$ cat src/afu_csr_pkg.sv
// AFU CSR package with the global register map, widths and the bus structs

package afu_csr_pkg;

    // ============================================================
    // Widths and constants
    // ============================================================

    // MMIO addresses arrive as qword indices
    localparam int MMIO_ADDR_WIDTH_DEF = 16;
    localparam int MMIO_TID_WIDTH = 9;

    // Sixteen global CSRs sit at the bottom of the MMIO space
    localparam int CSR_IDX_WIDTH = 4;

    localparam logic [CSR_IDX_WIDTH-1:0] CSR_TEST_ID_LO = 4'd0;
    localparam logic [CSR_IDX_WIDTH-1:0] CSR_TEST_ID_HI = 4'd1;
    localparam logic [CSR_IDX_WIDTH-1:0] CSR_CONFIG     = 4'd2;
    localparam logic [CSR_IDX_WIDTH-1:0] CSR_RD_FAIL_VA = 4'd3;
    localparam logic [CSR_IDX_WIDTH-1:0] CSR_WR_FAIL_VA = 4'd4;
    localparam logic [CSR_IDX_WIDTH-1:0] CSR_FAIL_CNT   = 4'd5;
    localparam logic [CSR_IDX_WIDTH-1:0] CSR_SCRATCH    = 4'd6;

    // Unique ID software uses to recognize this design
    localparam logic [127:0] TEST_ID = 128'h5a3e91c2_07d4_4b8f_a61e_3c9d72f0b845;

    localparam int FAIL_CNT_WIDTH = 16;

    // ============================================================
    // Bus structs
    // ============================================================

    // Host MMIO request, at most one of the two valids is set
    typedef struct packed {
        logic                           rd_valid;
        logic                           wr_valid;
        logic [MMIO_ADDR_WIDTH_DEF-1:0] addr;
        logic [MMIO_TID_WIDTH-1:0]      tid;
        logic [63:0]                    data;
    } mmio_req_t;

    // MMIO read response back to the host
    typedef struct packed {
        logic                      valid;
        logic [MMIO_TID_WIDTH-1:0] tid;
        logic [63:0]               data;
    } mmio_rsp_t;

    // Decoded CSR access
    typedef struct packed {
        logic                      rd;
        logic                      wr;
        logic [CSR_IDX_WIDTH-1:0]  idx;
        logic [MMIO_TID_WIDTH-1:0] tid;
        logic [63:0]               wr_data;
    } csr_cmd_t;

    // Host memory request after virtual to physical translation
    typedef struct packed {
        logic        valid;
        logic        error;
        logic [63:0] vaddr;
    } xlate_req_t;

    // Request forwarded to host memory
    typedef struct packed {
        logic        valid;
        logic [63:0] addr;
    } mem_req_t;

    // Failure statistics for one channel
    typedef struct packed {
        logic [63:0]               fail_va;
        logic [FAIL_CNT_WIDTH-1:0] fail_cnt;
    } fail_stat_t;

endpackage

$ cat src/afu_csr_top.sv
// AFU CSR top level joining MMIO decode, the two failure monitors and the read-back mux
`timescale 1ns/10ps

module afu_csr_top
#(
    parameter int MMIO_ADDR_WIDTH = afu_csr_pkg::MMIO_ADDR_WIDTH_DEF,
    parameter int NUM_PORTS_G1    = 0
)
(
    input  logic                    clk,
    input  logic                    arst_n,

    // Host MMIO
    input  afu_csr_pkg::mmio_req_t  mmio_req,
    output afu_csr_pkg::mmio_rsp_t  mmio_rsp,

    // Translated requests in
    input  afu_csr_pkg::xlate_req_t rd_xlate,
    input  afu_csr_pkg::xlate_req_t wr_xlate,

    // Good requests out to host memory
    output afu_csr_pkg::mem_req_t   rd_mem,
    output afu_csr_pkg::mem_req_t   wr_mem
);

    import afu_csr_pkg::*;

    csr_cmd_t   csr_cmd;
    logic       clear_stats;
    fail_stat_t rd_stats;
    fail_stat_t wr_stats;

    // ============================================================
    // MMIO decode
    // ============================================================

    mmio_decode
    #(
        .MMIO_ADDR_WIDTH (MMIO_ADDR_WIDTH)
    )
    u_decode
    (
        .clk         (clk),
        .arst_n      (arst_n),
        .mmio_req    (mmio_req),
        .csr_cmd     (csr_cmd),
        .clear_stats (clear_stats)
    );

    // ============================================================
    // Failure monitors
    // ============================================================

    // Read channel
    xlate_fail_monitor u_rd_mon
    (
        .clk         (clk),
        .arst_n      (arst_n),
        .clear_stats (clear_stats),
        .xlate_in    (rd_xlate),
        .mem_out     (rd_mem),
        .stats       (rd_stats)
    );

    // Write channel, cleared together with the read channel
    xlate_fail_monitor u_wr_mon
    (
        .clk         (clk),
        .arst_n      (arst_n),
        .clear_stats (clear_stats),
        .xlate_in    (wr_xlate),
        .mem_out     (wr_mem),
        .stats       (wr_stats)
    );

    // ============================================================
    // CSR read-back
    // ============================================================

    csr_read_mux
    #(
        .NUM_PORTS_G1 (NUM_PORTS_G1)
    )
    u_read_mux
    (
        .clk      (clk),
        .arst_n   (arst_n),
        .csr_cmd  (csr_cmd),
        .rd_stats (rd_stats),
        .wr_stats (wr_stats),
        .mmio_rsp (mmio_rsp)
    );

endmodule

$ cat src/csr_read_mux.sv
// CSR read-back block holding the scratch register and returning MMIO read data
`timescale 1ns/10ps

module csr_read_mux
#(
    parameter int NUM_PORTS_G1 = 0
)
(
    input  logic                    clk,
    input  logic                    arst_n,
    input  afu_csr_pkg::csr_cmd_t   csr_cmd,
    input  afu_csr_pkg::fail_stat_t rd_stats,
    input  afu_csr_pkg::fail_stat_t wr_stats,
    output afu_csr_pkg::mmio_rsp_t  mmio_rsp
);

    import afu_csr_pkg::*;

    // The primary port always exists
    localparam int NUM_PORTS_G0 = 1;

    logic [63:0] scratch;
    logic [63:0] rd_word;

    // ============================================================
    // Scratch register
    // ============================================================

    // Software uses this to check that MMIO writes land
    always_ff @(posedge clk or negedge arst_n)
    begin
        if (!arst_n)
        begin
            scratch <= '0;
        end
        else if (csr_cmd.wr && (csr_cmd.idx == CSR_SCRATCH))
        begin
            scratch <= csr_cmd.wr_data;
        end
    end

    // ============================================================
    // Read select
    // ============================================================

    always_comb
    begin
        case (csr_cmd.idx)
            CSR_TEST_ID_LO: rd_word = TEST_ID[63:0];
            CSR_TEST_ID_HI: rd_word = TEST_ID[127:64];
            // Port counts tell software how many channel groups exist
            CSR_CONFIG:     rd_word = {48'd0, 8'(NUM_PORTS_G1), 8'(NUM_PORTS_G0)};
            CSR_RD_FAIL_VA: rd_word = rd_stats.fail_va;
            CSR_WR_FAIL_VA: rd_word = wr_stats.fail_va;
            // Read count low, write count high
            CSR_FAIL_CNT:   rd_word = {32'd0, wr_stats.fail_cnt, rd_stats.fail_cnt};
            CSR_SCRATCH:    rd_word = scratch;
            default:        rd_word = '0;
        endcase
    end

    // ============================================================
    // Response register
    // ============================================================

    // The tid rides along so the host can match the response
    always_ff @(posedge clk or negedge arst_n)
    begin
        if (!arst_n)
        begin
            mmio_rsp.valid <= 1'b0;
        end
        else
        begin
            mmio_rsp.valid <= csr_cmd.rd;
            mmio_rsp.tid   <= csr_cmd.tid;
            mmio_rsp.data  <= rd_word;
        end
    end

endmodule

$ cat src/mmio_decode.sv
// MMIO decoder turning host register requests into CSR read, write and clear strobes
`timescale 1ns/10ps

module mmio_decode
#(
    parameter int MMIO_ADDR_WIDTH = afu_csr_pkg::MMIO_ADDR_WIDTH_DEF
)
(
    input  logic                   clk,
    input  logic                   arst_n,
    input  afu_csr_pkg::mmio_req_t mmio_req,
    output afu_csr_pkg::csr_cmd_t  csr_cmd,
    output logic                   clear_stats
);

    import afu_csr_pkg::*;

    // Reads outside the window still answer, using an index that reads zero
    localparam logic [CSR_IDX_WIDTH-1:0] IDX_OUT_OF_RANGE = '1;

    logic                     in_window;
    logic [CSR_IDX_WIDTH-1:0] req_idx;

    // ============================================================
    // Address window check
    // ============================================================

    // The global window is the first 16 qwords, so every bit above the
    // index must be zero
    assign in_window = (mmio_req.addr[MMIO_ADDR_WIDTH-1:CSR_IDX_WIDTH] == '0);

    // Out-of-window reads get pointed at the unused top index
    assign req_idx = in_window ? mmio_req.addr[CSR_IDX_WIDTH-1:0] : IDX_OUT_OF_RANGE;

    // ============================================================
    // Registered command
    // ============================================================

    always_ff @(posedge clk or negedge arst_n)
    begin
        if (!arst_n)
        begin
            csr_cmd.rd  <= 1'b0;
            csr_cmd.wr  <= 1'b0;
            clear_stats <= 1'b0;
        end
        else
        begin
            // Every read gets a response so the host never waits on a tid
            csr_cmd.rd <= mmio_req.rd_valid;

            // Writes outside the window are simply dropped
            csr_cmd.wr <= mmio_req.wr_valid && in_window;

            // Any write to the counter CSR resets both channel counters
            clear_stats <= mmio_req.wr_valid && in_window &&
                           (req_idx == CSR_FAIL_CNT);

            csr_cmd.idx     <= req_idx;
            csr_cmd.tid     <= mmio_req.tid;
            csr_cmd.wr_data <= mmio_req.data;
        end
    end

endmodule

$ cat src/xlate_fail_monitor.sv
// Translation failure monitor that forwards good requests and counts the failed ones
`timescale 1ns/10ps

module xlate_fail_monitor
(
    input  logic                    clk,
    input  logic                    arst_n,
    input  logic                    clear_stats,
    input  afu_csr_pkg::xlate_req_t xlate_in,
    output afu_csr_pkg::mem_req_t   mem_out,
    output afu_csr_pkg::fail_stat_t stats
);

    import afu_csr_pkg::*;

    // Counter saturates here instead of wrapping
    localparam logic [FAIL_CNT_WIDTH-1:0] CNT_MAX = '1;

    logic xlate_ok;
    logic xlate_fail;

    assign xlate_ok   = xlate_in.valid && !xlate_in.error;
    assign xlate_fail = xlate_in.valid && xlate_in.error;

    // ============================================================
    // Forward path
    // ============================================================

    // Successful translations go out one cycle later with the same address
    always_ff @(posedge clk or negedge arst_n)
    begin
        if (!arst_n)
        begin
            mem_out.valid <= 1'b0;
        end
        else
        begin
            mem_out.valid <= xlate_ok;
            mem_out.addr  <= xlate_in.vaddr;
        end
    end

    // ============================================================
    // Failure statistics
    // ============================================================

    // Failed requests are sunk here and never reach host memory.
    // Only the newest failed address is kept
    always_ff @(posedge clk or negedge arst_n)
    begin
        if (!arst_n)
        begin
            stats <= '0;
        end
        else
        begin
            if (xlate_fail)
            begin
                stats.fail_va <= xlate_in.vaddr;
            end

            // A clear in the same cycle as a failure leaves the count at zero
            if (clear_stats)
            begin
                stats.fail_cnt <= '0;
            end
            else if (xlate_fail && (stats.fail_cnt != CNT_MAX))
            begin
                stats.fail_cnt <= stats.fail_cnt + 1'b1;
            end
        end
    end

endmodule

$ cat config.mk
export PLATFORM = sky130hd
export DESIGN_NAME = afu_csr_top
export DESIGN_NICKNAME = d
export VERILOG_FILES = /design/src/afu_csr_pkg.sv /design/src/afu_csr_top.sv /design/src/csr_read_mux.sv /design/src/mmio_decode.sv /design/src/xlate_fail_monitor.sv
export SDC_FILE = /design/constraint.sdc
export NUM_CORES = 1
export LEC_CHECK = 0
export BUFFER_PORTS_ARGS = -buffer_cell sky130_fd_sc_hd__buf_2
export CAP_MARGIN = 20
export CORE_UTILIZATION = 50
export DETAILED_ROUTE_END_ITERATION = 8
export GPL_TIMING_DRIVEN = 0
export PLACE_DENSITY = 0.82
export SLEW_MARGIN = 20
export SYNTH_ARGS = -nofsm -noshare
export SYNTH_HDL_FRONTEND = slang
export SYNTH_SLANG_ARGS = --single-unit
$ cat constraint.sdc
create_clock -name clk -period 2.31 [get_ports clk]
set_clock_uncertainty 0.1 [all_clocks]
set_input_delay 0.231 -clock clk [delete_from_list [all_inputs] [get_ports clk]]
set_output_delay 0.231 -clock clk [all_outputs]
set_load 0.01 [all_outputs]
After elaboration in Yosys (flattened, before gate mapping)
Cells that the tools add are included.
{"block": "word_totals", "ff_bits": 508, "latch_bits": 0, "ram_bits": 0, "rom_bits": 0, "input_bits": 225, "out_inout_bits": 204, "word_cells": 50, "memories": 0}
{"block": "classes", "add_sub_neg": 2, "n_mul": 0, "n_div": 0, "order_cmp": 0, "n_eq_ne": 9, "shift": 0, "n_mux": 6, "bitwise": 0, "n_reduce_logical": 15}
{"op": "64-bit one-hot mux with 7 select lines", "count": 1}
{"op": "16-bit two-way mux", "count": 4}
{"op": "16-bit by 1-bit adder with 16-bit output, second input constant", "count": 2}
{"op": "16-bit inequality test, second input constant", "count": 2}
{"op": "4-bit by 3-bit == test with 1-bit output, second input constant", "count": 4}
{"op": "12-bit logical NOT", "count": 1}
{"op": "1-bit logical AND", "count": 9}
{"op": "4-bit by 2-bit == test with 1-bit output, second input constant", "count": 2}
{"op": "4-bit by 1-bit == test with 1-bit output, second input constant", "count": 1}
{"op": "4-bit logical NOT", "count": 1}
{"op": "4-bit two-way mux", "count": 1}
{"op": "2-bit nonzero test", "count": 2}
{"op": "1-bit logical NOT", "count": 2}

Depth between registers and ports, before layout
Gate-level depths: netlist of run 1.
{"block": "depth", "depth_word": 4, "ltp_mapped": 7, "depth_no_buf": 5}

By module
From an unflattened synthesis of run 1, not the netlist that was laid out.
{"block": "unflattened", "cells_unflattened": 1202, "hier_area_um2": 19688.9}
{"mod": "xlate_fail_monitor", "n_inst": 2, "cells_each": 297, "area_each_um2": 5190.0, "seq_area_each_um2": 3948.8}
{"mod": "csr_read_mux", "n_inst": 1, "cells_each": 516, "area_each_um2": 6840.3, "seq_area_each_um2": 3818.7}
{"mod": "mmio_decode", "n_inst": 1, "cells_each": 92, "area_each_um2": 2468.6, "seq_area_each_um2": 2387.3}

Worst setup path before layout of run 1
No wires, ideal clock.
{"block": "synth_path", "path_kind": "register to register", "startpoint": "register u_rd_mon.stats[0] in the netlist's numbering", "endpoint": "register u_rd_mon.stats[10] in the netlist's numbering", "arrival_time_ns": 1.821, "required_time_ns": 2.132, "slack_ns": 0.311, "stages_incl_launch_ff": 6, "n_path_buf": 0, "synth_period_minus_slack_ns": 1.999, "cell_sequence": "dfrtp_1 > ha_1 > nand4_4 > or3_4 > or4_1 > a21oi_1"}
{"block": "synth_between", "elab_chain_cells": 3, "word_cells_on_any_way": 6, "cone_classes": "1 x add/sub; 1 x eq/ne; 2 x mux; 2 x reduce/logical"}
{"item": "start: declaration", "line_no": "xlate_fail_monitor.sv:11", "source": "output afu_csr_pkg::fail_stat_t stats"}
{"item": "16-bit by 1-bit adder with 16-bit output / 16-bit inequality test (equally long branches)", "line_no": "xlate_fail_monitor.sv:69, xlate_fail_monitor.sv:67"}
{"item": "16-bit two-way mux / 1-bit logical AND (equally long branches)", "line_no": "xlate_fail_monitor.sv:67", "source": "else if (xlate_fail && (stats.fail_cnt != CNT_MAX))"}
{"item": "16-bit two-way mux / 2-bit nonzero test (equally long branches)"}
Several ways; a longest one is shown, not always the timed one. The select of a mux whose other input is x is not followed.
A chain may end at the register's enable or synchronous reset.

Worst setup path in the final report of run 1
{"block": "layout_path", "startpoint": "register u_decode.csr_cmd[75] (netlist name)", "endpoint": "register u_read_mux.mmio_rsp[26] (netlist name)"}
{"block": "layout_between", "elab_chain_cells": 2, "word_cells_on_any_way": 8, "cone_classes": "6 x eq/ne; 1 x mux; 1 x reduce/logical"}
{"item": "4-bit by 3-bit == test with 1-bit output (tied with other cells)", "line_no": "csr_read_mux.sv:48", "source": "case (csr_cmd.idx)"}
{"item": "64-bit one-hot mux with 7 select lines (*)", "line_no": "csr_read_mux.sv:48"}
{"item": "named net u_read_mux.rd_word[26]", "line_no": "csr_read_mux.sv:23", "source": "logic [63:0] rd_word;"}
The timed path passes the listed nets; every way through them passes the cells marked *.

==> metrics.cfg, run 1 <==
[run_status]
status=completed

[floorplan]
die_w_um=197
initial_core_util_pct=51.3
ios=429
design.core.area_sq_mm=0.0370
num_rows=70
die_area_sq_mm=0.0387
die_h_um=197

[worst_setup_path]
reg2reg_depth=7
worst_setup_path_end_kind=flip-flop
critical_path.endpoint=u_read_mux.mmio_rsp[26]$_DFFE_PP_
arrival_ns=2.45
crit_fanout=10
worstSetupStartpointType=flip-flop
path_class=reg -> reg
r2r_start=u_decode.csr_cmd[75]$_DFFE_PP_
rr_endpoint=u_read_mux.mmio_rsp[26]$_DFFE_PP_
r2r_slack_ns=0.02
crit_required_ns=2.47
crit_start=u_decode.csr_cmd[75]$_DFFE_PP_

[global_routing]
grt_pass1_vias=14918
grt_max_degree=106
grtUsageMet1_pct=36.9
grt_pass1_wl_mm=89.1
antenna_found_initial=6
grt.overflow.total=0
busiest_layer=met2
grtUsageTotal_pct=31.5
met3_usage_pct=7.61
grt_util_met2_pct=53.6

[finish]
multi_input_area_sq_mm=0.00455
nNetsFinal=2101
seqCellArea_sq_mm=0.0141
fin_cells=2423
fin_util_pct=70.1
fill_cells=2347
synthToLayoutAreaGrowth_pct=36.6
layout-drive-gt1-share_pct=39.7

[logic_synthesis]
async_reset_ff_share_pct=45.3
synth_top_cell_area_share_pct=44.1
synth_flop_cell=edfxtp_1
synth_seq_cells=508
syn-num-nets=1391
synth_area_leaders=edfxtp_1 (44%), dfrtp_1 (30%), mux2_2 (11%)
synth_edf_count=278
synth_area_leader_cell=edfxtp_1
seq_area_frac_synth_pct=74.4
syn_area_per_cell_sq_um=16.3
synthCells=1164
yosysWarnings=0
ys_types=56
synth_area_sq_mm=0.0189

[clocking]
cts.clk_slew.worst_paths_ns=0.06
clock_sinks=508
cts_made_buffers=51
root_buffer=clkbuf_16
clk_latency_ns=0.60
cts_max_level=2
cts_tree=done
clock_path_buffers=3

[routing]
first_iter_violations=1324
antenna_left=0
drt-vias-per-instance=5.73
route.detailed.drc=0
dr.pass1.iters=6
via_count=13882
routed_wl_mm=60.7
routedWlPerCell_um=25.1

[flow_run]
cap_viol_max_count=0

[sta]
setup_tns_ns=0
fmax_ghz=0.436
drv_slew=0
min_period_ns=2.29
tightest_slew_ns=1.05
rsz0062_at_grt=yes
slew-limit-headroom_pct=30.1
period_share_pct=99.3
setup_viol=0
hold_violations=0

[pwr]
p_leak_nw=11.2
irDropWorstVdd_mv=0.640
p_per_area_mw_per_mm2=834
p_total_mw=21.6

[placed_design]
hpwlAfterDp_mm=36.9
placedCellCount=2101
numPortBuffers=428
gp_congestion=0.883

[hold_path]
hold_class=in -> reg

==> layout by cell type, fill, tap and decap left out, types with 3 or more instances in the layout <==
cell type        n
clkbuf_2        12
clkinv_2         8
or2_2            4
nor3_1           6
edfxtp_1       278
dfrtp_2          3
a222oi_1        24
or4_1           11
nand4_1          6
and3_1           4
o22ai_1          6
buf_1            9
nand3_1         50
nor4b_1          3
buf_4            7
o31ai_1         13
clkinv_1         3
buf_6            3
dlygate4sd3_1  217
buf_16           5
nor4_1           5
mux2_1           5
a21oi_1         44
nor2b_1          6
or3_1            7
clkinvlp_4       3
inv_1           24
nor2_1          17
bufinv_16        6
buf_2          437
dfrtp_1        227
clkbuf_1        37
nand2_1         71
clkbuf_16       52
clkbuf_4         5
a22oi_1         41
o21ai_0         21
mux2_2         190
==> cell type report <==
cell class	instances	area share [%]
Sequential cell	508	54.5
Multi-Input combinational cell	573	17.6
Timing Repair Buffer	657	17.5
Clock buffer	72	5.35
Tap cell	504	2.44
Clock inverter	24	1.15
Buffer	59	1.15
Inverter	24	0.348
Antenna cell	2	0.0193
==> stage by stage <==
stage,hold WS [ns],setup slack [ns],area [sq um]
floorplan,-0.165,0.311,18900
global placement,0.238,-8.49,21700
detailed placement,0.0640,-0.761,21900
CTS,0.00114,-0.191,25800
global route,0.0627,-0.112,25900
finish,0.0528,0.0169,25900
==> kinds of logic after synthesis <==
kind of cell	Yosys count	share of synthesized area (%)
compound gates	161	5.87
fa+ha+maj	2	0.132
buf+inv	83	1.78
flops	508	74.4
mux	196	11.6
simple gates	214	6.14
==> critical path, stage by stage (launching register included) <==
cell and delay, ns:
edfxtp_1 0.35, buf_6 0.11, nor2_1 0.06, and3_1 0.18, clkbuf_2 0.14, buf_6 0.16, a222oi_1 0.63, nand3_1 0.26
==> Yosys cell counts, types with 2 or more instances <==
master    number
buf_1         11
o41ai_1        2
clkbuf_2       2
edfxtp_1     278
o22ai_1        6
or4_1         11
nor2b_1        6
nor4_4         2
a31oi_1        2
nor2_1        17
nor4b_1        3
clkbuf_1      35
mux2_1         5
a22oi_1       41
nand4_1        6
nor3_1         7
ha_1           2
a222oi_1      24
and3_1         4
or2_2          4
nand2_1       72
dfrtp_1      230
nor4_1         6
o21ai_0       21
or3_1          7
a21oi_1       44
inv_1         24
buf_2          9
a311oi_1       2
nand4_4        2
mux2_2       190
o31ai_1       13
nand3_1       51
nand2b_1       3
==> power by group <==
part | total [mW] | internal (mW) | switching [mW]
sequential | 10.9 | 10.4 | 0.487
combinational | 2.17 | 1.04 | 1.13
clock | 8.50 | 4.89 | 3.61
==> per-layer routing <==
metal  vias up  wire length, um
li1       5867                -
met1      6928            21900
met2       890            30500
met3       191             5290
met4         6             2990
met5         -               41
==> state kept, by name, indices dropped and copies added, names as in the netlist <==
name / count
u_read_mux.scratch: 64
u_read_mux.mmio_rsp: 74
u_rd_mon.stats: 80
u_wr_mon.mem_out: 65
u_rd_mon.mem_out: 65
u_wr_mon.stats: 80
u_decode.csr_cmd: 79
u_decode.clear_stats: 1
==> how the worst min path moves through the flow <==
| stage | from | to | slack [ns] | cells past startpoint |
|---|---|---|---|---|
| 2_1_floorplan | arst_n | u_decode.clear_stats$_DFF_PN0_ | -0.16 | 0 |
| 3_3_place_gp | u_decode.csr_cmd[78]$_DFF_PN0_ | u_read_mux.mmio_rsp[73]$_DFF_PN0_ | 0.24 | 0 |
| 3_5_place_dp | arst_n | u_wr_mon.stats[70]$_DFFE_PN0P_ | 0.06 | 1 |
| 4_1_cts | rd_xlate[65] | u_rd_mon.stats[14]$_DFFE_PN0P_ | 0.001 | 5 |
| 5_1_grt | wr_xlate[64] | u_wr_mon.stats[6]$_DFFE_PN0P_ | 0.06 | 4 |
| 6_report | rd_xlate[65] | u_rd_mon.stats[14]$_DFFE_PN0P_ | 0.05 | 5 |
==> what timing repair did <==
item / CTS / global route
endpoints found under the hold margin: 457 / 0
resized for setup: 25 / 22
setup endpoints to repair: 120 / 119
setup buffers: 3 / 4
pin swaps: 7 / 7
hold buffers: 217 / 0
No activity file was read; power rests on OpenSTA's default activity.
==> inputs of run 2 (changes only) <==
Settings changed: BUFFER_PORTS_ARGS -buffer_cell sky130_fd_sc_hd__buf_2 to default, DONT_BUFFER_PORTS from default to 1, PLACE_DENSITY 0.82 to 0.72.
==> metrics.cfg, run 2 (synthesis results as in run 1) <==
[pwr]
p_per_area_mw_per_mm2=886
power_frac_seq_pct=52.9
clkPwrFrac_pct=40.7
internal_power_mw=16.2
switchingPower_mw=4.79
p_total_mw=21.0
irDropWorstVdd_mv=0.779
p_leak_nw=9.39
p_comb_share_pct=6.4
switching_share_pct=22.8

[clocking]
clock_sinks=508
cts_max_level=2
cts_tree=done
cts_made_buffers=50
clk_latency_ns=0.59
root_buffer=clkbuf_16
clock_path_buffers=3
holdBufCountCts=223
cts.clk_slew.worst_paths_ns=0.06

[placed_design]
place_area_sq_mm=0.0196
hpwlAfterDp_mm=32.9
numPortBuffers=0
gp_congestion=0.862

[routing]
routedWlPerCell_um=26.6
routed_wl_mm=52.9
drt-vias-per-instance=5.90
dr.pass1.iters=6
via_count=11739
first_iter_violations=1112
antenna_left=0
route.detailed.drc=0

[sta]
setup_viol=0
tightest_slew_ns=1.42
drv_slew=0
fmax_ghz=0.437
period_share_pct=99.1
hold_violations=250
hold_ws_ns=-0.720
slew-limit-headroom_pct=5.21
min_period_ns=2.29

[worst_setup_path]
r2r_slack_ns=0.02
cp_top_family=compound AO/OA/AOI/OAI gates
crit_fanout=10
crit_chain=buf_6 > nor2_1 > and3_4 > clkbuf_8 > buf_4 > a222oi_1 > nand3_1
r2r_start=u_decode.csr_cmd[75]$_DFFE_PP_
worstSetupStartpointType=flip-flop
arrival_ns=2.48
rr_endpoint=u_read_mux.mmio_rsp[3]$_DFFE_PP_
path_buf_inv=3
max_stage_delay_ns=0.65
reg2reg_depth=7
path_class=reg -> reg
critPathSlowestCell=a222oi_1
worst_setup_path_end_kind=flip-flop
crit_required_ns=2.50

[floorplan]
ios=429
die_w_um=197
die_h_um=197
num_rows=70
design.core.area_sq_mm=0.0370
initial_core_util_pct=51.3
die_area_sq_mm=0.0387

[finish]
nNetsFinal=1670
fill_cells=2625
finalInstanceArea_sq_mm=0.0237
layout_commonest_cell=edfxtp_1
synthToLayoutAreaGrowth_pct=25.0
final_cell_mix=edfxtp_1 (278), dfrtp_1 (227), dlygate4sd3_1 (223), mux2_2 (190), nand2_1 (70)
layout-drive-gt1-share_pct=22.7
top_regs=u_rd_mon.stats (80), u_wr_mon.stats (80), u_decode.csr_cmd (79)
multi_input_area_sq_mm=0.00455
seqCellArea_sq_mm=0.0141

[global_routing]
grt.overflow.total=0
grt_pass1_vias=12211
grt_pass1_wl_mm=76.5
grt_max_degree=509
antenna_found_initial=2
grtUsageTotal_pct=27.3

[run_status]
status=finished, violations left
violations=negative hold slack

[hold_path]
hold_class=in -> async

[flow_run]
cap_viol_max_count=0

==> run 2: worst max path at each step <==
stage	startpoint	to	slack [ns]	cells past startpoint
global placement	u_decode.csr_cmd[73]$_DFFE_PP_	u_read_mux.mmio_rsp[31]$_DFFE_PP_	-0.77	5
CTS	u_rd_mon.stats[0]$_DFFE_PN0P_	u_rd_mon.stats[7]$_DFFE_PN0P_	0.005	6
floorplan	u_rd_mon.stats[0]$_DFFE_PN0P_	u_rd_mon.stats[10]$_DFFE_PN0P_	0.31	5
global route	u_decode.csr_cmd[76]$_DFFE_PP_	u_read_mux.scratch[30]$_DFFE_PN0P_	-0.01	5
detailed placement	u_decode.csr_cmd[76]$_DFFE_PP_	u_read_mux.mmio_rsp[34]$_DFFE_PP_	-0.78	6
finish	u_decode.csr_cmd[75]$_DFFE_PP_	u_read_mux.mmio_rsp[3]$_DFFE_PP_	0.02	7
==> run 2: power by group through the flow <==
stage / logic [mW] / clock network (mW) / registers [mW]
after floorplan: 0.696 / 0 / 11.1
after global placement: 0.865 / 0 / 11.2
after detailed placement: 0.905 / 0 / 11.2
after CTS: 1.30 / 8.61 / 11.1
after global routing: 1.43 / 8.99 / 11.2
final: 1.34 / 8.54 / 11.1
==> run 2: timing repair <==
action | 4_1_cts | 5_1_grt
setup endpoints to repair | 120 | 52
buffers inserted | 5 | 0
pin swaps | 5 | 5
endpoints found under the hold margin | 857 | 352
resized for setup | 35 | 18
==> run 2: per-stage QoR <==
step / utilization [%] / TNS (ns) / setup slack (ns) / std cells
2_1_floorplan: - / 0 / 0.311 / 1164
3_3_place_gp: 53.0 / -47.06 / -0.768 / 1668
3_5_place_dp: 53.0 / -42.91 / -0.782 / 1668
4_1_cts: 64.0 / 0 / 0.00515 / 1989
5_1_grt: 64.1 / -0.0388 / -0.0123 / 1990
6_report: 64.1 / 0 / 0.0204 / 1991
==> run 2: area by class of cell <==
cell class | count | area share (%)
Inverter | 24 | 0.380
Multi-Input combinational cell | 573 | 19.2
Antenna cell | 2 | 0.0211
Buffer | 58 | 1.34
Timing Repair Buffer | 228 | 9.58
Tap cell | 504 | 2.66
Sequential cell | 508 | 59.5
Clock buffer | 58 | 5.41
Clock inverter | 36 | 1.85
==> run 2: layer usage <==
layer	global-route usage [%]	part of all wire, %	up-vias
met4	9.39	3.0	0
met3	6.61	8.3	103
li1	-	-	5009
met5	0	0	-
met1	34.0	38	5998
met2	46.8	51	629
